==> src/hw/slurm_params.svh <==
/*
 * slurm16 memory side global parameters
 * Word, address and bank sizes shared by the packages and the RTL
 */

`ifndef SLURM_PARAMS_SVH
`define SLURM_PARAMS_SVH

// Data word width in bits, two bytes per word
`define SLURM_BITS 16

// Byte address width; the top bit picks the memory bank
`define SLURM_ADDRESS_BITS 16

// Words implemented in each bank; only the low word-address bits index a bank
`define SLURM_BANK_WORDS 256

`endif
==> src/hw/memory_writeback.sv <==
/*
 * slurm16 memory write back
 * Catches read data one cycle after an accepted read and routes it to
 * the instruction or load result, byte-selected by the delayed mask
 */

`timescale 1ns/1ps
`default_nettype none

`include "slurm_params.svh"

module memory_writeback (
	input  wire                               CLK,
	input  wire                               RSTb,
	input  wire [`SLURM_BITS - 1:0]           mem_data,
	input  wire                               is_instruction,
	input  wire                               rd_pending,
	input  wire [1:0]                         wr_mask_delayed,
	input  wire [`SLURM_ADDRESS_BITS - 1:0]   ret_address,
	output logic [`SLURM_BITS - 1:0]          instr,
	output logic                              instr_strobe,
	output logic [`SLURM_BITS - 1:0]          load_data,
	output logic                              load_strobe,
	output logic [`SLURM_ADDRESS_BITS - 1:0]  link_address
);

	localparam int B = `SLURM_BITS;

	logic         pending_r;		// Read accepted last cycle, data is on mem_data
	logic [B - 1:0] load_sel;

	// Single byte loads are zero-extended, anything else takes the full word
	always_comb begin
		case (wr_mask_delayed)
			2'b01:   load_sel = {{(B - 8){1'b0}}, mem_data[7:0]};
			2'b10:   load_sel = {{(B - 8){1'b0}}, mem_data[B - 1:B - 8]};
			default: load_sel = mem_data;
		endcase
	end

	always_ff @(posedge CLK) begin
		if (!RSTb) begin
			pending_r    <= 1'b0;
			instr        <= '0;
			instr_strobe <= 1'b0;
			load_data    <= '0;
			load_strobe  <= 1'b0;
			link_address <= '0;
		end else begin
			pending_r    <= rd_pending;
			instr_strobe <= pending_r && is_instruction;	// One-cycle pulses
			load_strobe  <= pending_r && !is_instruction;
			if (pending_r && is_instruction) begin
				instr        <= mem_data;
				link_address <= ret_address;			// Fetch address plus two
			end
			if (pending_r && !is_instruction)
				load_data <= load_sel;
		end
	end

endmodule

`default_nettype wire

==> config.mk <==
export PLATFORM = sky130hd
export DESIGN_NAME = memory_writeback
export DESIGN_NICKNAME = d
export VERILOG_FILES = /design/src/hw/memory_writeback.sv
export VERILOG_INCLUDE_DIRS = /design/src /design/src/hw
export SDC_FILE = /design/constraint.sdc
export NUM_CORES = 1
export LEC_CHECK = 0
export ABC_CLOCK_PERIOD_IN_PS = 4070
export BUFFER_PORTS_ARGS = -buffer_cell sky130_fd_sc_hd__buf_2
export CORE_MARGIN = 3
export CORE_UTILIZATION = 48
export CTS_CLUSTER_SIZE = 30
export DETAILED_ROUTE_END_ITERATION = 10
export PLACE_DENSITY_LB_ADDON = 0.12
export SYNTH_ARGS = -nofsm -noshare
export SYNTH_HDL_FRONTEND = slang
export SYNTH_SLANG_ARGS = --single-unit
==> constraint.sdc <==
create_clock -name CLK -period 4.07 [get_ports CLK]
set_input_delay 0.2035 -clock CLK [delete_from_list [all_inputs] [get_ports CLK]]
set_output_delay 0.2035 -clock CLK [all_outputs]
set_load 0.01 [all_outputs]
==> impl_metrics.env, run 1 <==
export IMPL_status="completed"
export IMPL_maxSlewHeadroom_pct=25.3
export IMPL_track_usage_pct=18.8
export IMPL_crit_family="simple AND/OR/NAND/NOR gates"
export IMPL_p_leak_nw=1.14
export IMPL_coreArea_sq_um=3850
export IMPL_syn_nets=267
export IMPL_viasPerCell=5.01
export IMPL_tritoncts="done"
export IMPL_final_net_count=342
export IMPL_critical_path_max_stage_delay_ns=0.89
export IMPL_dp_hpwl_microns=3420
export IMPL_drt_iter0_drc=136
export IMPL_max_cap_viol_count=0
export IMPL_postLayoutCoreUtil_pct=64.5
export IMPL_finalHoldViolations=0
export IMPL_r2r_start="pending_r$_SDFF_PN0_"
export IMPL_min_period_ns=1.67
export IMPL_ios=88
export IMPL_syn_area_sq_um=2010
export IMPL_synth_avg_cell_area_sq_um=8.85
export IMPL_hold_depth=2
export IMPL_cts_hold_buf=0
export IMPL_syn_to_final_growth_pct=23.7
export IMPL_drc=0
export IMPL_wl_microns=4840
export IMPL_insertion_delay_ns=0.29
export IMPL_yosys_warnings=0
export IMPL_port_buffers=87
export IMPL_placement_rows=22
export IMPL_initial_core_util_pct=52.1
export IMPL_cts_clk_slew_worst_paths_ns=0.09
export IMPL_r2r_end="instr[12]$_SDFFE_PN0P_"
export IMPL_crit_buf_inv=0
export IMPL_root_buffer="clkbuf_8"
export IMPL_critPathSlowestCell="and2_1"
export IMPL_switching_share_pct=24.8
export IMPL_fin_crit_sh_pct=41.0
export IMPL_peakVddDrop_mv=0.217
export IMPL_wl_per_cell_microns=13.8
export IMPL_cts_max_path_buffers=2
export IMPL_syn_inst=227
export IMPL_rsz0062_at_grt="false"
export IMPL_p_clk_share_pct=30.3
export IMPL_overflow=0
export IMPL_worstPathCellList="and2_1, nand2_1, a21boi_0"
export IMPL_grt_pass1_wl_microns=7690
export IMPL_num_vias=1757
export IMPL_diodes=0
export IMPL_timing_fmax_ghz=0.599
export IMPL_worst_slew_pin_slew_ns=1.12
export IMPL_seq_area_frac_synth_pct=50.8
export IMPL_postCtsSetupBuffers=0
export IMPL_pwr_share_comb_pct=11.7
export IMPL_drv_slew=0
export IMPL_place_congestion=0.791
export IMPL_clock_skew_ns=0.00584
export IMPL_p_switching_w=0.000224
export IMPL_r2r_cells=3
export IMPL_cp_required_ns=4.28
export IMPL_min_path_type="in2reg"
export IMPL_grt_pass1_vias=1575
export IMPL_rrSetupSlack_ns=2.40
export IMPL_die_y_microns=70.7
export IMPL_ys_types=21
export IMPL_startpoint_type="flop"
export IMPL_drive_above_1_share_pct=33.3
export IMPL_cts_sinks=51
export IMPL_pwr_share_seq_pct=58.0
export IMPL_p_int_w=0.000680
export IMPL_hold_end="pending_r$_SDFF_PN0_"
export IMPL_antenna_found_initial=0
export IMPL_worst_setup_path_type="reg2reg"
export IMPL_numCtsBuffers=5
export IMPL_cp_max_fo=32
export IMPL_pwr_density_cell_nw_per_um2=364
export IMPL_ant_nets=0
export IMPL_dieArea_sq_um=5000
export IMPL_die_x_microns=70.7
export IMPL_fin_tns_setup_ns=0
export IMPL_setup_viol=0
export IMPL_end_kind="flop"
export IMPL_drt_first_pass_iters=6
export IMPL_grt_max_degree=52
export IMPL_cts_resized=0
export IMPL_cp_data_arrival_time_ns=1.88
export IMPL_htreeDepth=2
export IMPL_min_from="rd_pending"
export IMPL_ys_seq_elements=51
==> logic make-up after synthesis <==
group / share of synthesized area, %
fa+ha+maj: 1.25
flops: 50.8
buf+inv: 5.36
simple gates: 19.6
compound gates: 22.9
==> layout make-up <==
| class | count | area, sq um |
|---|---|---|
| Tap cell | 48 | 60.1 |
| Inverter | 2 | 7.51 |
| Sequential cell | 51 | 1020 |
| Multi-Input combinational cell | 155 | 880 |
| Clock buffer | 7 | 76.3 |
| Clock inverter | 1 | 5.00 |
| Fill cell | 363 | 1370 |
| Timing Repair Buffer | 87 | 435 |
==> cells in the mapped netlist <==
master	n	area share, %
nand2_1	73	14
dfxtp_1	51	51
a21boi_0	31	12
a21boi_1	9	3.4
a221oi_2	8	6.0
nand3_1	8	2.0
nor2_1	8	1.5
o21ai_0	8	2.0
buf_2	6	1.5
clkbuf_1	6	1.1
and2_1	3	0.93
buf_1	2	0.37
buf_6	2	1.1
clkbuf_2	2	0.50
ha_1	2	1.2
inv_1	2	0.37
nor2b_1	2	0.62
and3_1	1	0.31
buf_4	1	0.37
nand2b_1	1	0.31
or2_1	1	0.31
==> per-layer routing <==
| layer | routed length, microns | track usage [%] | share of wire, % | up-vias |
|---|---|---|---|---|
| met5 | 0 | 0 | 0 | - |
| met4 | 18 | 3.76 | 0.37 | 0 |
| met3 | 327 | 5.26 | 6.8 | 2 |
| met2 | 2140 | 29.1 | 44 | 55 |
| met1 | 2350 | 26.4 | 49 | 807 |
| li1 | - | - | - | 893 |
==> metrics by stage <==
| step | hold WS [ns] | std cells | worst slack [ns] | instance area (sq um) | total power [W] |
|---|---|---|---|---|---|
| 2_1_floorplan | 0.331 | 227 | 2.63 | 2010 | 0.000596 |
| 3_3_place_gp | 0.433 | 343 | 2.38 | 2400 | 0.000640 |
| 3_5_place_dp | 0.430 | 343 | 2.28 | 2400 | 0.000642 |
| 4_1_cts | 0.117 | 351 | 2.34 | 2480 | 0.000912 |
| 5_1_grt | 0.110 | 351 | 2.12 | 2480 | 0.000944 |
| 6_report | 0.123 | 351 | 2.40 | 2480 | 0.000904 |
==> power groups by stage <==
stage / clock network [W] / registers (W) / logic (W)
floorplan: 0 / 0.000544 / 0.0000524
global placement: 0 / 0.000535 / 0.000105
detailed placement: 0 / 0.000535 / 0.000106
CTS: 0.000282 / 0.000524 / 0.000107
global route: 0.000301 / 0.000526 / 0.000117
finish: 0.000274 / 0.000524 / 0.000106
==> cells in the final DEF, fill, tap and decap left out, drive strengths merged <==
master / netlist / final
clkbuf: 8 / 7
dfxtp: 51 / 51
ha: 2 / 2
o21ai: 8 / 8
clkinv: 0 / 1
a21boi: 40 / 40
inv: 2 / 2
nor2: 8 / 8
nand3: 8 / 8
or2: 1 / 1
nand2: 73 / 73
buf: 11 / 87
nand2b: 1 / 1
a221oi: 8 / 8
and2: 3 / 3
and3: 1 / 1
nor2b: 2 / 2
==> state kept, by name, summed over array words and instances (netlist names) <==
name and cells:
instr 16, load_data 16, link_address 16, load_strobe 1, instr_strobe 1, pending_r 1
==> worst register-to-register path: stages (launching register included) <==
cell,delay (ns)
dfxtp_1,0.37
and2_1,0.89
nand2_1,0.12
a21boi_0,0.21
==> how the worst max path moves through the flow <==
stage / startpoint / end / slack (ns) / cells past startpoint
after floorplan: wr_mask_delayed[0] / load_data[0]$_SDFFE_PN0P_ / 2.63 / 7
after global placement: wr_mask_delayed[0] / load_data[4]$_SDFFE_PN0P_ / 2.38 / 6
after detailed placement: wr_mask_delayed[0] / load_data[4]$_SDFFE_PN0P_ / 2.28 / 6
after CTS: pending_r$_SDFF_PN0_ / instr[12]$_SDFFE_PN0P_ / 2.34 / 3
after global routing: pending_r$_SDFF_PN0_ / link_address[10]$_SDFFE_PN0P_ / 2.12 / 3
final: pending_r$_SDFF_PN0_ / instr[12]$_SDFFE_PN0P_ / 2.40 / 3
Power figures use the tool's default switching activity.
==> run 2, diff against run 1 <==
--- a/config.mk
+++ b/config.mk
@@ -6,10 +6,10 @@
 export SDC_FILE = /design/constraint.sdc
 export NUM_CORES = 1
 export LEC_CHECK = 0
-export ABC_CLOCK_PERIOD_IN_PS = 4070
+export ABC_CLOCK_PERIOD_IN_PS = 1400
 export BUFFER_PORTS_ARGS = -buffer_cell sky130_fd_sc_hd__buf_2
 export CORE_MARGIN = 3
-export CORE_UTILIZATION = 48
+export CORE_UTILIZATION = 42
 export CTS_CLUSTER_SIZE = 30
 export DETAILED_ROUTE_END_ITERATION = 10
 export PLACE_DENSITY_LB_ADDON = 0.12
==> constraint.sdc (replaced) <==
create_clock -name CLK -period 1.4 [get_ports CLK]
set_input_delay 0.07 -clock CLK [delete_from_list [all_inputs] [get_ports CLK]]
set_output_delay 0.07 -clock CLK [all_outputs]
set_load 0.01 [all_outputs]
==> run 2 against run 1 <==
Against the previous run:
- clock-buffer cell count is 1 higher
- clock power grew to 3.3 times the previous value
- largest power group unchanged
- die area is 13% higher
- cell count is 4.8% higher
==> impl_metrics.env, run 2 (synthesis gave the netlist of run 1 again) <==
export IMPL_status="completed"
export IMPL_insertion_delay_ns=0.30
export IMPL_port_buffers=87
export IMPL_root_buffer="clkbuf_8"
export IMPL_top_regs="instr: 16 flops, link_address: 16 flops, load_data: 16 flops"
export IMPL_fill_cells=441
export IMPL_timing_fmax_ghz=0.807
export IMPL_rsz0062_at_grt="false"
export IMPL_timing_hold_ws_ns=0.0123
export IMPL_grt_pass1_wl_microns=7730
export IMPL_maxSlewHeadroom_pct=39.0
export IMPL_layout_common_cells="87 x buf_2, 73 x nand2_1, 51 x dfxtp_1"
export IMPL_worst_slew_pin_slew_ns=0.914
export IMPL_hold_depth=3
export IMPL_cp_data_arrival_time_ns=1.48
export IMPL_placed_cells=359
export IMPL_pwr_density_cell_nw_per_um2=1060
export IMPL_drt_first_pass_iters=4
export IMPL_setup_viol=0
export IMPL_tritoncts="done"
export IMPL_placement_rows=24
export IMPL_overflow=0
export IMPL_htreeDepth=2
export IMPL_peakVddDrop_mv=0.563
export IMPL_coreArea_sq_um=4470
export IMPL_postCtsSetupBuffers=0
export IMPL_grt_max_degree=28
export IMPL_die_y_microns=75.1
export IMPL_wl_per_cell_microns=13.5
export IMPL_grt_pass1_vias=1548
export IMPL_initial_core_util_pct=44.9
export IMPL_cts_sinks=51
export IMPL_drive_above_1_share_pct=36.1
export IMPL_r2r_cells=4
export IMPL_rrSetupSlack_ns=0.29
export IMPL_fin_crit_sh_pct=88.5
export IMPL_antenna_found_initial=0
export IMPL_num_vias=1766
export IMPL_cp_required_ns=1.64
export IMPL_cts_hold_buf=1
export IMPL_die_x_microns=75.1
export IMPL_syn_to_final_growth_pct=29.9
export IMPL_viasPerCell=4.80
export IMPL_drv_slew=0
export IMPL_layout_commonest_cell="buf_2"
export IMPL_clock_skew_ns=0.00471
export IMPL_p_leak_nw=1.21
export IMPL_ant_nets=0
export IMPL_final_net_count=355
export IMPL_finalHoldViolations=0
export IMPL_dp_hpwl_microns=3610
export IMPL_max_cap_viol_count=0
export IMPL_cp_max_fo=8
export IMPL_cts_clk_slew_worst_paths_ns=0.09
export IMPL_end_kind="flop"
export IMPL_min_period_ns=1.24
export IMPL_startpoint_type="primary input"
export IMPL_drt_iter0_drc=72
export IMPL_wl_microns=4970
export IMPL_min_path_type="in2reg"
export IMPL_cts_resized=0
export IMPL_diodes=0
export IMPL_drc=0
export IMPL_cts_max_path_buffers=2
export IMPL_stdcell_count=368
export IMPL_dieArea_sq_um=5650
export IMPL_track_usage_pct=17.9
export IMPL_ios=88
export IMPL_numCtsBuffers=5
export IMPL_worst_setup_path_type="in2reg"
export IMPL_place_congestion=0.821
==> run 2: cell count changes in the layout (fill, tap and decap cells not counted) <==
cell           before  now
clkbuf_8            5    7
clkinv_2            1    0
clkbuf_1            2    1
buf_4               0   12
dlygate4sd3_1       0    1
==> run 2: critical path, cell delays in order <==
cell and delay (ns):
buf_2 0.08, inv_1 0.04, ha_1 0.31, nor2b_1 0.72, a221oi_2 0.11, nor2_1 0.14
==> run 2: area by class of cell <==
class                           instances  area, sq um  share of cell area (%)
Tap cell                               52         65.1                    2.49
Sequential cell                        51         1020                    39.1
Clock buffer                            8          100                    3.84
Inverter                                2         7.51                   0.288
Timing Repair Buffer                  100          536                    20.5
Multi-Input combinational cell        155          880                    33.7
==> run 2: worst paths after layout <==
kind	from	end
setup / recovery	wr_mask_delayed[0]	load_data[1]$_SDFFE_PN0P_
hold / removal	ret_address[0]	link_address[0]$_SDFFE_PN0P_
setup reg to reg	pending_r$_SDFF_PN0_	load_data[11]$_SDFFE_PN0P_
hold reg to reg	instr[1]$_SDFFE_PN0P_	instr[1]$_SDFFE_PN0P_
==> run 2: metal layers <==
layer  global-route usage, %  vias up  wire (microns)
met5                       0        -               0
met4                    5.83        0              59
met3                    4.14        8             319
met2                    29.1       50            2340
met1                    23.7      782            2250
li1                        -      926               -
==> run 2: through the flow <==
stage	area [sq um]	TNS (ns)	utilization [%]	total power, W	setup WS, ns
after floorplan	2010	0	-	0.00173	0.0941
after global placement	2500	-0.404	55.8	0.00189	-0.0538
after detailed placement	2500	-0.618	55.8	0.00189	-0.0933
after CTS	2610	0	58.3	0.00278	0.186
after global routing	2610	0	58.3	0.00288	0.0652
final	2610	0	58.3	0.00276	0.162
==> run 2: power by group <==
part           switching [W]  internal (W)  total [W]
logic               0.000187      0.000145   0.000332
clock network       0.000451      0.000452   0.000902
registers          0.0000235       0.00150    0.00152
total               0.000662       0.00210    0.00276
==> run 3, diff against run 2 <==
--- a/config.mk
+++ b/config.mk
@@ -6,10 +6,10 @@
 export SDC_FILE = /design/constraint.sdc
 export NUM_CORES = 1
 export LEC_CHECK = 0
-export ABC_CLOCK_PERIOD_IN_PS = 1400
+export ABC_CLOCK_PERIOD_IN_PS = 1350
 export BUFFER_PORTS_ARGS = -buffer_cell sky130_fd_sc_hd__buf_2
 export CORE_MARGIN = 3
-export CORE_UTILIZATION = 42
+export CORE_UTILIZATION = 46
 export CTS_CLUSTER_SIZE = 30
 export DETAILED_ROUTE_END_ITERATION = 10
 export PLACE_DENSITY_LB_ADDON = 0.12
==> constraint.sdc (replaced) <==
create_clock -name CLK -period 1.35 [get_ports CLK]
set_input_delay 0.0675 -clock CLK [delete_from_list [all_inputs] [get_ports CLK]]
set_output_delay 0.0675 -clock CLK [all_outputs]
set_load 0.01 [all_outputs]
==> run 3 against run 2 <==
Against the previous run:
- first-iteration DRC count up 42%
- die area is 8.0% lower
- global-route usage grew 1.4 points
- highest routed layer unchanged
- clock-buffer cell count unchanged
- sequential power increased by 4%
- largest cell class unchanged
- sequential cell count is the same
- clock power rose by 4.3%
- design area grew 1.2%
- via count rose by 1.5%
- setup slack improved by 0.010 ns
- core utilization rose by 5.9 points
- power increased by 4.1%
==> impl_metrics.env, run 3 (synthesis gave the netlist of run 1 again) <==
export IMPL_wl_microns=4800
export IMPL_place_congestion=0.732
export IMPL_drt_first_pass_iters=4
export IMPL_ios=88
export IMPL_end_kind="flop"
export IMPL_drive_above_1_share_pct=34.8
export IMPL_timing_hold_ws_ns=0.0101
export IMPL_wl_per_cell_microns=13.1
export IMPL_peakVddDrop_mv=0.437
export IMPL_drv_slew=0
export IMPL_cts_clk_slew_worst_paths_ns=0.09
export IMPL_syn_to_final_growth_pct=31.5
export IMPL_top_regs="instr: 16 flops, link_address: 16 flops, load_data: 16 flops"
export IMPL_cts_max_path_buffers=2
export IMPL_tritoncts="done"
export IMPL_clock_skew_ns=0.00606
export IMPL_die_x_microns=72.1
export IMPL_max_cap_viol_count=0
export IMPL_status="completed"
export IMPL_p_leak_nw=1.22
export IMPL_setup_viol=0
export IMPL_r2r_cells=4
export IMPL_grt_pass1_vias=1645
export IMPL_cp_max_fo=8
export IMPL_num_vias=1793
export IMPL_coreArea_sq_um=4120
export IMPL_overflow=0
export IMPL_port_buffers=87
export IMPL_cp_required_ns=1.59
export IMPL_finalHoldViolations=0
export IMPL_postLayoutCoreUtil_pct=64.2
export IMPL_grt_max_degree=52
export IMPL_viasPerCell=4.90
export IMPL_ant_nets=0
export IMPL_cp_data_arrival_time_ns=1.42
export IMPL_insertion_delay_ns=0.30
export IMPL_rsz0062_at_grt="false"
export IMPL_initial_core_util_pct=48.8
export IMPL_maxSlewHeadroom_pct=43.3
export IMPL_die_y_microns=72.1
export IMPL_numCtsBuffers=5
export IMPL_pwr_density_cell_nw_per_um2=1090
export IMPL_placement_rows=23
export IMPL_design_area_sq_um=2640
export IMPL_hold_depth=3
export IMPL_postCtsSetupBuffers=0
export IMPL_track_usage_pct=19.3
export IMPL_grt_pass1_wl_microns=7930
export IMPL_min_period_ns=1.18
export IMPL_timing_fmax_ghz=0.849
export IMPL_cts_sinks=51
export IMPL_startpoint_type="primary input"
export IMPL_layout_common_cells="87 x buf_2, 73 x nand2_1, 51 x dfxtp_1"
export IMPL_worst_slew_pin_slew_ns=0.848
export IMPL_dieArea_sq_um=5190
export IMPL_min_path_type="in2reg"
export IMPL_layout_commonest_cell="buf_2"
export IMPL_htreeDepth=2
export IMPL_dp_hpwl_microns=3330
export IMPL_antenna_found_initial=0
export IMPL_final_net_count=355
export IMPL_root_buffer="clkbuf_8"
export IMPL_drt_iter0_drc=102
export IMPL_drc=0
export IMPL_placed_area_sq_um=2490
export IMPL_fin_crit_sh_pct=87.3
export IMPL_worst_setup_path_type="in2reg"
export IMPL_diodes=0
-- run 3: cell count changes in the layout (fill, tap and decap cells not counted) --
cell	delta
dlygate4sd3_1	+4
buf_4	-6
buf_12	+2
-- run 3: routing by layer --
metal	part of all wire, %	vias to the layer above	track usage [%]
li1	-	924	-
met2	47	67	31.4
met1	44	795	25.1
met3	7.7	7	4.85
met4	1.2	0	6.26
met5	0	-	0
-- run 3: cell type report --
cell class | instances | area, sq um
Inverter | 2 | 7.51
Fill cell | 384 | 1470
Sequential cell | 51 | 1020
Tap cell | 50 | 62.6
Clock buffer | 8 | 100
Timing Repair Buffer | 100 | 571
Multi-Input combinational cell | 155 | 880
-- run 3: worst paths after layout --
kind / slack, ns / end / from
worst min-delay path: 0.01 / link_address[0]$_SDFFE_PN0P_ / ret_address[0]
worst max-delay path: 0.17 / load_data[4]$_SDFFE_PN0P_ / wr_mask_delayed[0]
worst min register to register: 0.45 / instr[5]$_SDFFE_PN0P_ / instr[5]$_SDFFE_PN0P_
worst max register to register: 0.27 / load_data[9]$_SDFFE_PN0P_ / pending_r$_SDFF_PN0_
-- run 3: worst max-delay path: stages --
cell and delay, ns:
buf_2 0.09, inv_1 0.04, ha_1 0.30, nor2b_1 0.67
a221oi_2 0.10, nor2_1 0.15
-- run 3: metrics by stage --
step	std cells	power, W	setup slack [ns]	setup TNS (ns)
4_1_cts	366	0.00290	0.175	0
5_1_grt	366	0.00301	0.0581	0
3_3_place_gp	353	0.00195	-0.0905	-0.676
3_5_place_dp	353	0.00196	-0.141	-1.05
6_report	366	0.00287	0.172	0
2_1_floorplan	227	0.00180	0.0466	0
-- run 3: power breakdown --
| group | leakage, nW | internal [W] | total (W) | switching, W |
|---|---|---|---|---|
| combinational | 0.750 | 0.000158 | 0.000351 | 0.000193 |
| sequential | 0.415 | 0.00156 | 0.00158 | 0.0000227 |
| clock | 0.0515 | 0.000468 | 0.000941 | 0.000472 |
-- run 3: repair_timing --
item,4_1_cts,5_1_grt
gates resized for setup,0,0
hold buffers,5,0
endpoints found under the hold margin,5,0
