==> src/hw/slurm_params.svh <==
/*
 * slurm16 memory side global parameters
 * Word, address and bank sizes shared by the packages and the RTL
 */

`ifndef SLURM_PARAMS_SVH
`define SLURM_PARAMS_SVH

// Data word width in bits, two bytes per word
`define SLURM_BITS 16

// Byte address width; the top bit picks the memory bank
`define SLURM_ADDRESS_BITS 16

// Words implemented in each bank; only the low word-address bits index a bank
`define SLURM_BANK_WORDS 256

`endif
==> src/hw/cpu_pkg.sv <==
/*
 * slurm16 CPU side types
 * Command word from the pipeline and the memory interface FSM states
 */

`default_nettype none

`include "slurm_params.svh"

package cpu_pkg;

	// What the pipeline wants from memory in the next slot
	typedef struct packed {
		logic                             load;			// Load from ls_address next
		logic                             store;		// Store to ls_address next
		logic                             halt;			// Put the CPU to sleep
		logic                             wake;			// Leave the halt state
		logic [`SLURM_ADDRESS_BITS - 1:0] pc;			// Next instruction address
		logic [`SLURM_ADDRESS_BITS - 1:0] ls_address;	// Load or store byte address
		logic [`SLURM_BITS - 1:0]         store_data;	// Data for a store
		logic [1:0]                       store_mask;	// Byte lanes for load or store
	} cpu_cmd_t;

	// The *1 and *2 states are the bank switch penalty for each access kind
	typedef enum logic [3:0] {
		st_halt          = 4'd0,	// No fetches at all
		st_execute       = 4'd1,	// Fetching instructions
		st_wait_ready1   = 4'd2,	// First bank switch cycle before a fetch
		st_wait_ready2   = 4'd3,	// Waits for the new bank before a fetch
		st_execute_load  = 4'd4,	// Load on the bus
		st_wait_load1    = 4'd5,	// First bank switch cycle before a load
		st_wait_load2    = 4'd6,	// Waits for the new bank before a load
		st_execute_store = 4'd7,	// Store on the bus
		st_wait_store1   = 4'd8,	// First bank switch cycle before a store
		st_wait_store2   = 4'd9		// Waits for the new bank before a store
	} cpu_state_t;

endpackage

`default_nettype wire

==> src/hw/mem_bus_pkg.sv <==
/*
 * slurm16 memory bus types
 * Request and response words between a bus master and the banked RAM
 */

`default_nettype none

`include "slurm_params.svh"

package mem_bus_pkg;

	// One request per cycle, accepted when valid and ready are both high
	typedef struct packed {
		logic [`SLURM_ADDRESS_BITS - 1:0] address;	// Word address, bank bit just below the MSB
		logic [`SLURM_BITS - 1:0]         data;		// Write data
		logic                             wr;		// High for a store
		logic [1:0]                       wr_mask;	// One enable per byte lane
		logic                             valid;	// Request present
	} mem_req_t;

	// Ready is a level, data belongs to the read accepted one cycle earlier
	typedef struct packed {
		logic                     ready;	// Request targets the open bank
		logic [`SLURM_BITS - 1:0] data;		// Registered read data
	} mem_resp_t;

endpackage

`default_nettype wire

==> src/hw/cpu_memory_interface.sv <==
/*
 * slurm16 CPU memory interface
 * Sequences fetches, loads and stores over one memory port and
 * inserts two wait states whenever an access crosses into the other bank
 */

`timescale 1ns/1ps
`default_nettype none

`include "slurm_params.svh"

module cpu_memory_interface (
	input  wire                               CLK,
	input  wire                               RSTb,
	input  wire cpu_pkg::cpu_cmd_t            cmd,
	input  wire                               resp_ready,
	output mem_bus_pkg::mem_req_t             req,
	output logic                              is_executing,
	output logic                              is_fetching,
	output logic                              is_instruction,
	output logic [`SLURM_ADDRESS_BITS - 1:0]  ret_address,
	output logic [1:0]                        wr_mask_delayed
);

	import cpu_pkg::*;

	localparam int                             A = `SLURM_ADDRESS_BITS;
	localparam logic [`SLURM_ADDRESS_BITS - 1:0] INSTR_STEP = 2;	// Bytes per instruction

	cpu_state_t              state_r;
	cpu_state_t              state_next;
	logic [A - 1:0]          addr_r;		// Byte address on the bus this cycle
	logic [A - 1:0]          prev_addr_r;	// Address of the last valid request
	logic [A - 1:0]          next_addr;
	logic [`SLURM_BITS - 1:0] data_r;
	logic [1:0]              mask_r;
	logic                    bank_switch;
	logic                    take_cmd;

	// The last valid request opened its bank, so a differing top bit means ready is low
	assign bank_switch = addr_r[A - 1] ^ prev_addr_r[A - 1];

	assign is_executing = state_r inside {st_execute, st_execute_load, st_execute_store};

	// A command is consumed only when the access on the bus goes through
	assign take_cmd = is_executing && !bank_switch;

	assign next_addr = (cmd.load || cmd.store) ? cmd.ls_address : cmd.pc;

	// Picks the slot that follows an accepted access
	function automatic cpu_state_t cmd_state(input cpu_cmd_t c);
		cpu_state_t s;
		if (c.halt)
			s = st_halt;
		else if (c.load)
			s = st_execute_load;
		else if (c.store)
			s = st_execute_store;
		else
			s = st_execute;
		return s;
	endfunction

	always_comb begin
		state_next = state_r;
		case (state_r)
			st_halt:
				if (cmd.wake)
					state_next = st_wait_ready1;	// Wake always goes through the wait states
			st_execute:
				state_next = bank_switch ? st_wait_ready1 : cmd_state(cmd);
			st_execute_load:
				state_next = bank_switch ? st_wait_load1 : cmd_state(cmd);
			st_execute_store:
				state_next = bank_switch ? st_wait_store1 : cmd_state(cmd);
			st_wait_ready1: state_next = st_wait_ready2;
			st_wait_load1:  state_next = st_wait_load2;
			st_wait_store1: state_next = st_wait_store2;
			st_wait_ready2:
				if (resp_ready)
					state_next = st_execute;	// Bank is open now, retry the fetch
			st_wait_load2:
				if (resp_ready)
					state_next = st_execute_load;
			st_wait_store2:
				if (resp_ready)
					state_next = st_execute_store;
			default: state_next = st_halt;
		endcase
	end

	// The pc logic advances when the next slot is a fetch
	assign is_fetching = (state_next == st_execute);

	always_comb begin
		req.address = {1'b0, addr_r[A - 1:1]};		// Byte to word address
		req.data    = data_r;
		req.wr_mask = mask_r;
		req.valid   = is_executing;					// Wait and halt states stay off the bus
		req.wr      = (state_r == st_execute_store);
	end

	always_ff @(posedge CLK) begin
		if (!RSTb) begin
			state_r         <= st_wait_ready1;
			addr_r          <= '0;
			prev_addr_r     <= '0;					// Matches bank 0 open after reset
			mask_r          <= 2'b11;
			wr_mask_delayed <= 2'b11;
			is_instruction  <= 1'b0;
		end else begin
			state_r <= state_next;
			if (req.valid)
				prev_addr_r <= addr_r;				// Tracks which bank the RAM has open
			if (take_cmd) begin
				addr_r          <= next_addr;		// Held across a bank switch
				mask_r          <= cmd.store_mask;
				wr_mask_delayed <= mask_r;			// Lines up with the returning read data
			end
			if (is_executing)
				is_instruction <= (state_r == st_execute);
		end
	end

	always_ff @(posedge CLK) begin
		if (take_cmd)
			data_r <= cmd.store_data;
		ret_address <= addr_r + INSTR_STEP;			// Return address of the word now on the bus
	end

endmodule

`default_nettype wire

==> config.mk <==
export PLATFORM = sky130hd
export DESIGN_NAME = cpu_memory_interface
export DESIGN_NICKNAME = d
export VERILOG_FILES = /design/src/hw/cpu_pkg.sv /design/src/hw/mem_bus_pkg.sv /design/src/hw/cpu_memory_interface.sv
export VERILOG_INCLUDE_DIRS = /design/src /design/src/hw
export SDC_FILE = /design/constraint.sdc
export NUM_CORES = 1
export LEC_CHECK = 0
export ABC_AREA = 1
export CORE_ASPECT_RATIO = 0.5
export CORE_MARGIN = 1.5
export CORE_UTILIZATION = 45
export DETAILED_ROUTE_END_ITERATION = 8
export DONT_BUFFER_PORTS = 1
export GPL_ROUTABILITY_DRIVEN = 0
export GPL_TIMING_DRIVEN = 0
export HOLD_SLACK_MARGIN = 0.1
export PLACE_DENSITY = 0.59
export SETUP_SLACK_MARGIN = 0.2
export SKIP_LAST_GASP = 1
export SLEW_MARGIN = 5
export SYNTH_ARGS = -nofsm -noshare
export SYNTH_HDL_FRONTEND = slang
export SYNTH_SLANG_ARGS = --single-unit
==> constraint.sdc <==
create_clock -name CLK -period 2.1 [get_ports CLK]
set_input_delay 0.42 -clock CLK [delete_from_list [all_inputs] [get_ports CLK]]
set_output_delay 0.42 -clock CLK [all_outputs]
set_load 0.02 [all_outputs]
==> impl_metrics.toml, run 1 <==
[clock_network]
clock_path_buffers = 2
clkLatencyLatePin_ns = 0.32
cts_sinks = 58
numCtsBuffers = 9
hold_buffers = 0
cts_max_level = 3
cts_tree = "built"
cts-root-buf = "clkbuf_16"
clkTransAtPathRegs_ns = 0.05

[synthesis]
ys_warn_count = 0
synth_fp_nets = 361
netlist-cell-type-count = 28
synth_cells = 303
ys.flop_type = "dfxtp_1"
syn_avg_cell_area_um2 = 8.65
synthTopCellsByArea = "dfxtp_1 (32%), edfxtp_1 (18%), nand2_1 (11%)"
netlist_area_um2 = 2620
synth_edf_count = 16
synth_top_cell_by_area = "dfxtp_1"
ys_seq_area_share_pct = 50.4
async_flop_share_pct = 0
synth_top_area_share_pct = 32.1
synth-seq-cells = 58

[min_path]
hold_end = "data_r[11]"
hp-class = "input pin to flop"
min_delay_path_depth = 0
min_from = "cmd[13]"

[run_status]
status = "completed"

[setup_path]
worst-setup-path-type = "flop to primary output"
worstReg2RegStart = "state_r[2]"
worstPathMaxFanout = 4
end_kind = "primary output"
worstPathArrival_ns = 1.46
worstPathCellList = "inv_2 -> nor2_4 -> nand2_4 -> nand2_2 -> nand2_1 -> nand3_2 -> nand3_2 -> nor2_4"
slowest_stage = "dfxtp_4"
r2r_cells = 8
critPathMaxStageDelay_ns = 0.37
cp.required_ns = 1.68
r2r_setup_slack_ns = 0.37
start_kind = "flop"
rr_endpoint = "data_r[1]"

[timing]
setup-tns-final_ns = 0
max_freq_mhz = 532
hold_violations = 0
drv_slew = 0
timing.final.crit_share_pct = 89.6
setup_viol = 0
rsz0062_at_grt = "yes"
skew_ns = 0.00372
worstMarginPinSlew_ns = 0.570
finalCriticalPeriod_ns = 1.88
finalHoldWorstSlack_ns = 0.195
slew_headroom_pct = 62.0

[detailed_routing]
detail_route.vias_per_cell = 4.82
drt_iter0_drc = 44
dr.pass1.iters = 4
num_vias = 1929
wl_per_cell_um = 13.7
drt_wl_total_mm = 5.49
remaining_drc_errors = 0
ant_nets = 0

[global_routing]
grt_pass1_wl_mm = 8.70
grt_overflow = 0
grt_util_all_layers_pct = 18.1
grt_pass1_vias = 1866
antenna_found_initial = 0
grt_max_degree = 26

[floorplanning]
die_x_um = 111
fp.dieArea_um2 = 6320
placementRows = 19
ioPinCount = 114
initial_core_util_pct = 47.3
core_area_um2 = 5540
die_height_um = 57.0

[place]
io_buffers = 0
hpwl_mm = 4.09

[power]
cellPowerDensity_nw_per_um2 = 1030
power_leakage_nw = 1.41
vdd_ir_drop_max_mv = 0.505

[layout]
final_nets = 381
drive_gt1_share_pct = 24.2
final_common_cell = "nand2_1"
num_antenna_cells = 0
mostFrequentLayoutCells = "nand2_1 (75), nor2_1 (43), dfxtp_1 (36), buf_4 (25)"
syn_to_final_growth_pct = 21.6

[job]
cap_viol_max_count = 0
-- sequential cells by signal (all words and copies together), names as in the netlist --
name             count
is_instruction       1
state_r              4
wr_mask_delayed      2
prev_addr_r          1
data_r              16
mask_r               2
addr_r              16
ret_address         16
-- cell usage after synthesis, types with 3 or more instances --
cell,n
inv_1,19
xnor2_1,5
nand4_1,5
a21oi_1,4
dfxtp_1,42
nor2_2,3
clkbuf_1,4
mux2i_1,16
nand3_1,17
edfxtp_1,16
buf_6,3
buf_4,17
xor2_1,8
nand2_1,78
nor2_1,50
-- timing repair --
item	CTS	global route
setup endpoints to repair	1	2
pin swaps	6	9
endpoints found under the hold margin	0	0
setup buffers	6	3
resized for setup	25	10
-- worst max-delay path by stage --
stage                     from  depth (start not counted)  slack, ns          end
global route        state_r[3]                          7       0.14  is_fetching
global placement    addr_r[15]                          9       0.22  is_fetching
finish              state_r[2]                          8       0.22  is_fetching
CTS                 addr_r[15]                          9       0.18  is_fetching
detailed placement  addr_r[15]                          9       0.20  is_fetching
floorplan           addr_r[15]                          9       0.41  is_fetching
-- per-layer routing --
metal / track usage (%) / wire length [µm] / share of wire [%] / vias up
met2: 28.6 / 2520 / 46 / 80
met5: 0 / 0 / 0 / -
li1: - / - / - / 983
met1: 21.3 / 2430 / 44 / 854
met4: 6.96 / 99 / 1.8 / 0
met3: 9.56 / 446 / 8.1 / 12
-- stage by stage --
step                      utilization [%]  power, mW  cell area [µm²]  setup slack, ns  instances
after floorplan                         -       1.69             2620            0.405        303
after global placement               49.0       1.74             2710            0.218        376
after detailed placement             49.0       1.76             2710            0.199        376
after CTS                            56.5       3.30             3130            0.176        397
after global routing                 57.5       3.42             3190            0.144        400
final                                57.5       3.28             3190            0.219        400
-- cells by family (layout without fill, tap and decap cells) --
group | count (synthesis) | count (layout) | synth area share (%)
AO/OA/AOI/OAI | 6 | 6 | 1.15
XOR/XNOR | 13 | 13 | 4.34
other | 1 | 1 | 0.143
buffers and inverters | 47 | 71 | 10.7
adder cells (fa/ha/maj) | 1 | 1 | 0.477
flip-flops | 58 | 58 | 50.4
multiplexers | 16 | 16 | 6.11
AND/OR/NAND/NOR | 161 | 161 | 26.6
-- where the power goes --
part | switching (mW) | leakage (nW) | internal (mW)
logic | 0.232 | 0.770 | 0.163
clock network | 0.477 | 0.151 | 1.02
registers | 0.136 | 0.491 | 1.25
-- final cells by class --
cell class	instances	area, µm²
buffer	25	195
clock buffer	9	225
clock inverter	6	82.6
fill	498	2350
inverter	22	95.1
multi-input combinational	198	1090
sequential	58	1340
tap	73	91.3
timing repair buffer	9	67.6
-- critical path, delay by kind of cell (launching register included) --
kind          cells  cell delay (ns)
buf+inv           1             0.05
flops             1             0.37
simple gates      7             0.71
No activity file was read; power rests on OpenSTA's default activity.
==> run 2, diff against run 1 <==
--- a/config.mk
+++ b/config.mk
@@ -6,7 +6,6 @@
 export SDC_FILE = /design/constraint.sdc
 export NUM_CORES = 1
 export LEC_CHECK = 0
-export ABC_AREA = 1
 export CORE_ASPECT_RATIO = 0.5
 export CORE_MARGIN = 1.5
 export CORE_UTILIZATION = 45
==> run 2 against run 1 <==
Net effect: the flow now finishes with violations (negative setup slack); clock skew barely moved; flip-flop and latch count did not move; sequential power barely moved; synthesized cell count fell by 14%; hold slack got worse by 0.0090 ns; die area rose by 0.32%; total power fell by 3.3%.
==> impl_metrics.toml, run 2 <==
[floorplanning]
core_area_um2 = 5560
die_x_um = 111
initial_core_util_pct = 47.3
die_height_um = 57.1
fp.dieArea_um2 = 6340
ioPinCount = 114
placementRows = 19

[detailed_routing]
drt_iter0_drc = 95
detail_route.vias_per_cell = 5.47
drt_wl_total_mm = 6.23
num_vias = 1958
ant_nets = 0
dr.pass1.iters = 4
wl_per_cell_um = 17.4
remaining_drc_errors = 0

[setup_path]
r2r_setup_slack_ns = 0.35
r2r_cells = 6
start_kind = "flop"
worstReg2RegStart = "addr_r[15]"
cp.required_ns = 1.68
end_kind = "primary output"
worst-setup-path-type = "flop to primary output"
worstPathMaxFanout = 3
worstPathArrival_ns = 2.01
rr_endpoint = "data_r[5]"

[synthesis]
synth.most_common_cell = "dfxtp_1"
synth-seq-cells = 58
async_flop_share_pct = 0
ys.flop_type = "dfxtp_1"
ys_seq_area_share_pct = 50.2
synth_fp_nets = 318
ys_warn_count = 0
syn_avg_cell_area_um2 = 10.1
synth_edf_count = 16
synthTopCellsByArea = "dfxtp_1 (32%), edfxtp_1 (18%), o211a_1 (6.1%)"
netlist-cell-type-count = 44
synth_top_cell_by_area = "dfxtp_1"
synth_cells = 260
synthTopCellsByCount = "dfxtp_1 (42), nand2_1 (33), o21ai_0 (19)"
netlist_area_um2 = 2630
synth_top_area_share_pct = 32.0

[timing]
rsz0062_at_grt = "yes"
setup_viol = 1
drv_slew = 0
hold_violations = 0
skew_ns = 0.00382
worst_slack_ns = -0.333
worstMarginPinSlew_ns = 0.506
setup-tns-final_ns = -0.333
finalCriticalPeriod_ns = 2.43
timing.final.crit_share_pct = 116
finalHoldWorstSlack_ns = 0.186
max_freq_mhz = 411
slew_headroom_pct = 66.1

[min_path]
min_delay_path_depth = 0
min_from = "cmd[13]"
hp-class = "input pin to flop"
hold_end = "data_r[11]"

[power]
power_leakage_nw = 1.35
switching_power_uw = 821
pwr-share-clk_pct = 45.8
cellPowerDensity_nw_per_um2 = 987
intPower_mw = 2.35
combPwrFrac_pct = 11.1
p_seq_share_pct = 43.0
switching_share_pct = 25.9
vdd_ir_drop_max_mv = 0.629

[global_routing]
grt_pass1_vias = 1885
antenna_found_initial = 0
grt_pass1_wl_mm = 9.86
grt_max_degree = 26
grt_overflow = 0
grt_util_all_layers_pct = 20.7

[clock_network]
cts_sinks = 58
hold_buffers = 0
cts-root-buf = "clkbuf_16"
cts_max_level = 3
clock_path_buffers = 2
numCtsBuffers = 9
clkTransAtPathRegs_ns = 0.05
clkLatencyLatePin_ns = 0.33
cts_tree = "built"

[layout]
final_cells = 358
mostFrequentLayoutCells = "dfxtp_1 (40), nand2_1 (33), buf_4 (25), o21ai_0 (19)"
fill_cells = 507
syn_to_final_growth_pct = 22.1
final_common_cell = "dfxtp_1"
num_antenna_cells = 0
drive_gt1_share_pct = 24.9
final_util_pct = 57.7
top_regs = "addr_r x16, data_r x16, ret_address x16"
final_nets = 338

[place]
dp_cells = 333
io_buffers = 0
dp_slack_ns = -0.0873
hpwl_mm = 4.48

[job]
cap_viol_max_count = 0

[run_status]
status = "finished, violations left"
violations = "negative setup slack"
run 2: cell types whose count changed after synthesis, moves of 10 or more:
cell,delta
inv_1,-16
mux2i_1,-10
nand2_1,-45
nor2_1,-38
o211a_1,+16
o21ai_0,+17
run 2: through the flow:
| stage | total power [mW] | area, µm² |
|---|---|---|
| after global placement | 1.70 | 2790 |
| after global routing | 3.30 | 3210 |
| after detailed placement | 1.71 | 2790 |
| after CTS | 3.20 | 3210 |
| after floorplan | 1.65 | 2700 |
| final | 3.17 | 3210 |
run 2: metal layers:
layer | GRT usage, % | up-vias | share of wire, %
met2 | 34.2 | 69 | 48
met1 | 23.6 | 943 | 42
met3 | 9.14 | 10 | 7.8
met4 | 10.3 | 0 | 2.0
li1 | - | 936 | -
met5 | 0 | - | 0
run 2: final cells by class:
cell class              instances  area (µm²)  share of cell area [%]
flip-flops and latches         58        1320                    41.2
multi-input cells             165        1150                    35.9
plain buffers                  34         259                    8.07
clock buffers                  10         239                    7.44
well taps                      73        91.3                    2.84
repair buffers                  9        67.6                    2.10
clock inverters                 6        66.3                    2.07
inverters                       3        11.3                   0.351
run 2: worst max-delay path: stages (launching register included):
cell and delay (ns):
dfxtp_1 0.30, clkbuf_8 0.13, or4b_4 0.52, mux2i_2 0.20
a21oi_2 0.11, nor4_4 0.42
run 2: worst max-delay path by stage:
stage / endpoint / from / cells after the start / slack [ns]
2_1_floorplan: is_fetching / state_r[1] / 5 / 0.1
3_3_place_gp: is_fetching / cmd[52] / 5 / -0.07
3_5_place_dp: is_fetching / cmd[52] / 5 / -0.09
4_1_cts: is_fetching / state_r[3] / 5 / -0.35
5_1_grt: is_fetching / state_r[2] / 5 / -0.40
6_report: is_fetching / state_r[3] / 5 / -0.33
run 2: power groups by stage:
| stage | Combinational, mW | Clock [mW] | Sequential [mW] |
|---|---|---|---|
| after floorplan | 0.282 | 0 | 1.37 |
| after global placement | 0.323 | 0 | 1.38 |
| after detailed placement | 0.328 | 0 | 1.39 |
| after CTS | 0.354 | 1.48 | 1.36 |
| after global routing | 0.384 | 1.54 | 1.37 |
| final | 0.353 | 1.45 | 1.36 |
run 2: kinds of logic (layout without fill, tap and decap cells):
| kind of cell | Yosys count | after routing | share of synthesized area, % |
|---|---|---|---|
| buffers and inverters | 37 | 62 | 8.80 |
| AO/OA/AOI/OAI | 54 | 54 | 15.7 |
| flip-flops | 58 | 58 | 50.2 |
| AND/OR/NAND/NOR | 83 | 83 | 15.5 |
| multiplexers | 7 | 7 | 2.71 |
| other | 1 | 1 | 0.143 |
| XOR/XNOR | 18 | 18 | 5.99 |
| adder cells (fa/ha/maj) | 2 | 2 | 0.856 |
run 2: what timing repair did:
item | CTS | global route
resized for setup | 12 | 1
buffers inserted | 9 | 0
endpoints found under the setup margin | 39 | 3
pin swaps | 5 | 0
hold endpoints to repair | 0 | 0
==> run 3, diff against run 2 <==
--- a/config.mk
+++ b/config.mk
@@ -14,7 +14,6 @@
 export GPL_ROUTABILITY_DRIVEN = 0
 export GPL_TIMING_DRIVEN = 0
 export HOLD_SLACK_MARGIN = 0.1
-export PLACE_DENSITY = 0.59
 export SETUP_SLACK_MARGIN = 0.2
 export SKIP_LAST_GASP = 1
 export SLEW_MARGIN = 5
==> run 3 against run 2 <==
Net effect: fmax up 0.96%; clock-buffer cell count unchanged; setup slack better by 0.023 ns; the run still ends with negative setup slack left; highest routed layer unchanged.
==> impl_metrics.toml, run 3 (synthesis gave the netlist of run 2 again) <==
[clock_network]
cts_tree = "built"
cts-root-buf = "clkbuf_16"
cts_sinks = 58
numCtsBuffers = 9
clkTransAtPathRegs_ns = 0.05
clkLatencyLatePin_ns = 0.32
cts_max_level = 3
clock_path_buffers = 2

[layout]
drive_gt1_share_pct = 25.6
syn_to_final_growth_pct = 22.6
num_antenna_cells = 0
final_nets = 342
fin_area_um2 = 3220
final_util_pct = 58.0
top_regs = "addr_r x16, data_r x16, ret_address x16"
final_common_cell = "dfxtp_1"
mostFrequentLayoutCells = "dfxtp_1 (38), nand2_1 (33), buf_4 (29), o21ai_0 (19)"

[floorplanning]
core_area_um2 = 5560
ioPinCount = 114
initial_core_util_pct = 47.3
die_x_um = 111
placementRows = 19
fp.dieArea_um2 = 6340
die_height_um = 57.1

[global_routing]
grt_util_all_layers_pct = 19.4
grt_overflow = 0
grt_max_degree = 26
antenna_found_initial = 0
grt_pass1_vias = 1843
grt_pass1_wl_mm = 9.34

[timing]
worst_slack_ns = -0.309
timing.final.crit_share_pct = 115
max_freq_mhz = 415
drv_slew = 0
setup-tns-final_ns = -0.309
slew_headroom_pct = 65.9
skew_ns = 0.00579
worstMarginPinSlew_ns = 0.510
finalCriticalPeriod_ns = 2.41
setup_viol = 1
rsz0062_at_grt = "yes"
hold_violations = 0

[setup_path]
cp.required_ns = 1.68
worst-setup-path-type = "flop to primary output"
worstPathMaxFanout = 3
end_kind = "primary output"
worstPathArrival_ns = 1.99
start_kind = "flop"

[power]
vdd_ir_drop_max_mv = 0.510
combPwrFrac_pct = 12.3
switching_share_pct = 26.2
p_seq_share_pct = 45.9
cellPowerDensity_nw_per_um2 = 924
pwr-share-clk_pct = 41.8
p_total_mw = 2.98
intPower_mw = 2.20
power_leakage_nw = 1.37
switching_power_uw = 781

[job]
cap_viol_max_count = 0

[run_status]
violations = "negative setup slack"
status = "finished, violations left"

[detailed_routing]
num_vias = 1952
drt_wl_total_mm = 6.02
drt_iter0_drc = 69
remaining_drc_errors = 0
detail_route.vias_per_cell = 5.39
dr.pass1.iters = 4
ant_nets = 0
wl_per_cell_um = 16.6

[place]
dp_slack_ns = -0.0699
hpwl_mm = 4.30
place_area_um2 = 2790
io_buffers = 0

[min_path]
hp-class = "input pin to flop"
-- run 3: cell types whose count changed in the layout (fill, tap and decap cells not counted), moves of 2 or more --
| cell | previous run | this run |
|---|---|---|
| buf_6 | 6 | 8 |
| buf_4 | 25 | 29 |
| clkbuf_8 | 3 | 1 |
| dfxtp_1 | 40 | 38 |
| clkinv_2 | 1 | 3 |
| dfxtp_2 | 2 | 4 |
-- run 3: final timing paths --
| path | startpoint | endpoint | slack [ns] | cells past startpoint |
|---|---|---|---|---|
| worst max-delay path | state_r[3] | is_fetching | -0.31 | 5 |
| worst max register to register | addr_r[15] | data_r[7] | 0.39 | 6 |
| worst min-delay path | cmd[12] | data_r[10] | 0.20 | 0 |
| worst min register to register | addr_r[0] | ret_address[0] | 0.36 | 0 |
-- run 3: metal layers --
| metal | vias to the layer above | routed length, µm | GRT usage [%] |
|---|---|---|---|
| met5 | - | 0 | 0 |
| met4 | 0 | 53 | 7.78 |
| met3 | 8 | 435 | 8.61 |
| met2 | 78 | 2890 | 32.1 |
| met1 | 924 | 2640 | 22.6 |
| li1 | 942 | - | - |
-- run 3: through the flow --
step	hold slack (ns)	instances
finish	0.196	362
global route	0.177	362
CTS	0.183	357
detailed placement	0.352	333
global placement	0.340	333
floorplan	0.331	260
-- run 3: critical path, cell delays in order (launching register included) --
cell,delay (ns)
dfxtp_1,0.30
clkbuf_8,0.13
or4b_4,0.52
mux2i_1,0.24
a21oi_2,0.12
nor4_4,0.37
-- run 3: cell type report --
| class | count | area (µm²) |
|---|---|---|
| inverter | 3 | 11.3 |
| clock inverter | 6 | 33.8 |
| clock buffer | 10 | 229 |
| timing repair buffer | 13 | 97.6 |
| sequential | 58 | 1330 |
| buffer | 34 | 270 |
| fill | 497 | 2340 |
| multi-input combinational | 165 | 1160 |
| tap | 73 | 91.3 |
-- run 3: power by group through the flow --
stage / sequential [mW] / clock (mW) / combinational (mW)
after floorplan: 1.37 / 0 / 0.282
after global placement: 1.38 / 0 / 0.323
after detailed placement: 1.39 / 0 / 0.327
after CTS: 1.36 / 1.28 / 0.351
after global routing: 1.37 / 1.34 / 0.398
final: 1.37 / 1.25 / 0.366
-- run 3: timing repair --
item,4_1_cts,5_1_grt
gates cloned,0,0
buffers inserted,8,5
hold buffers,0,0
endpoints found under the setup margin,39,4
pin swaps,5,4
gates resized for setup,11,11
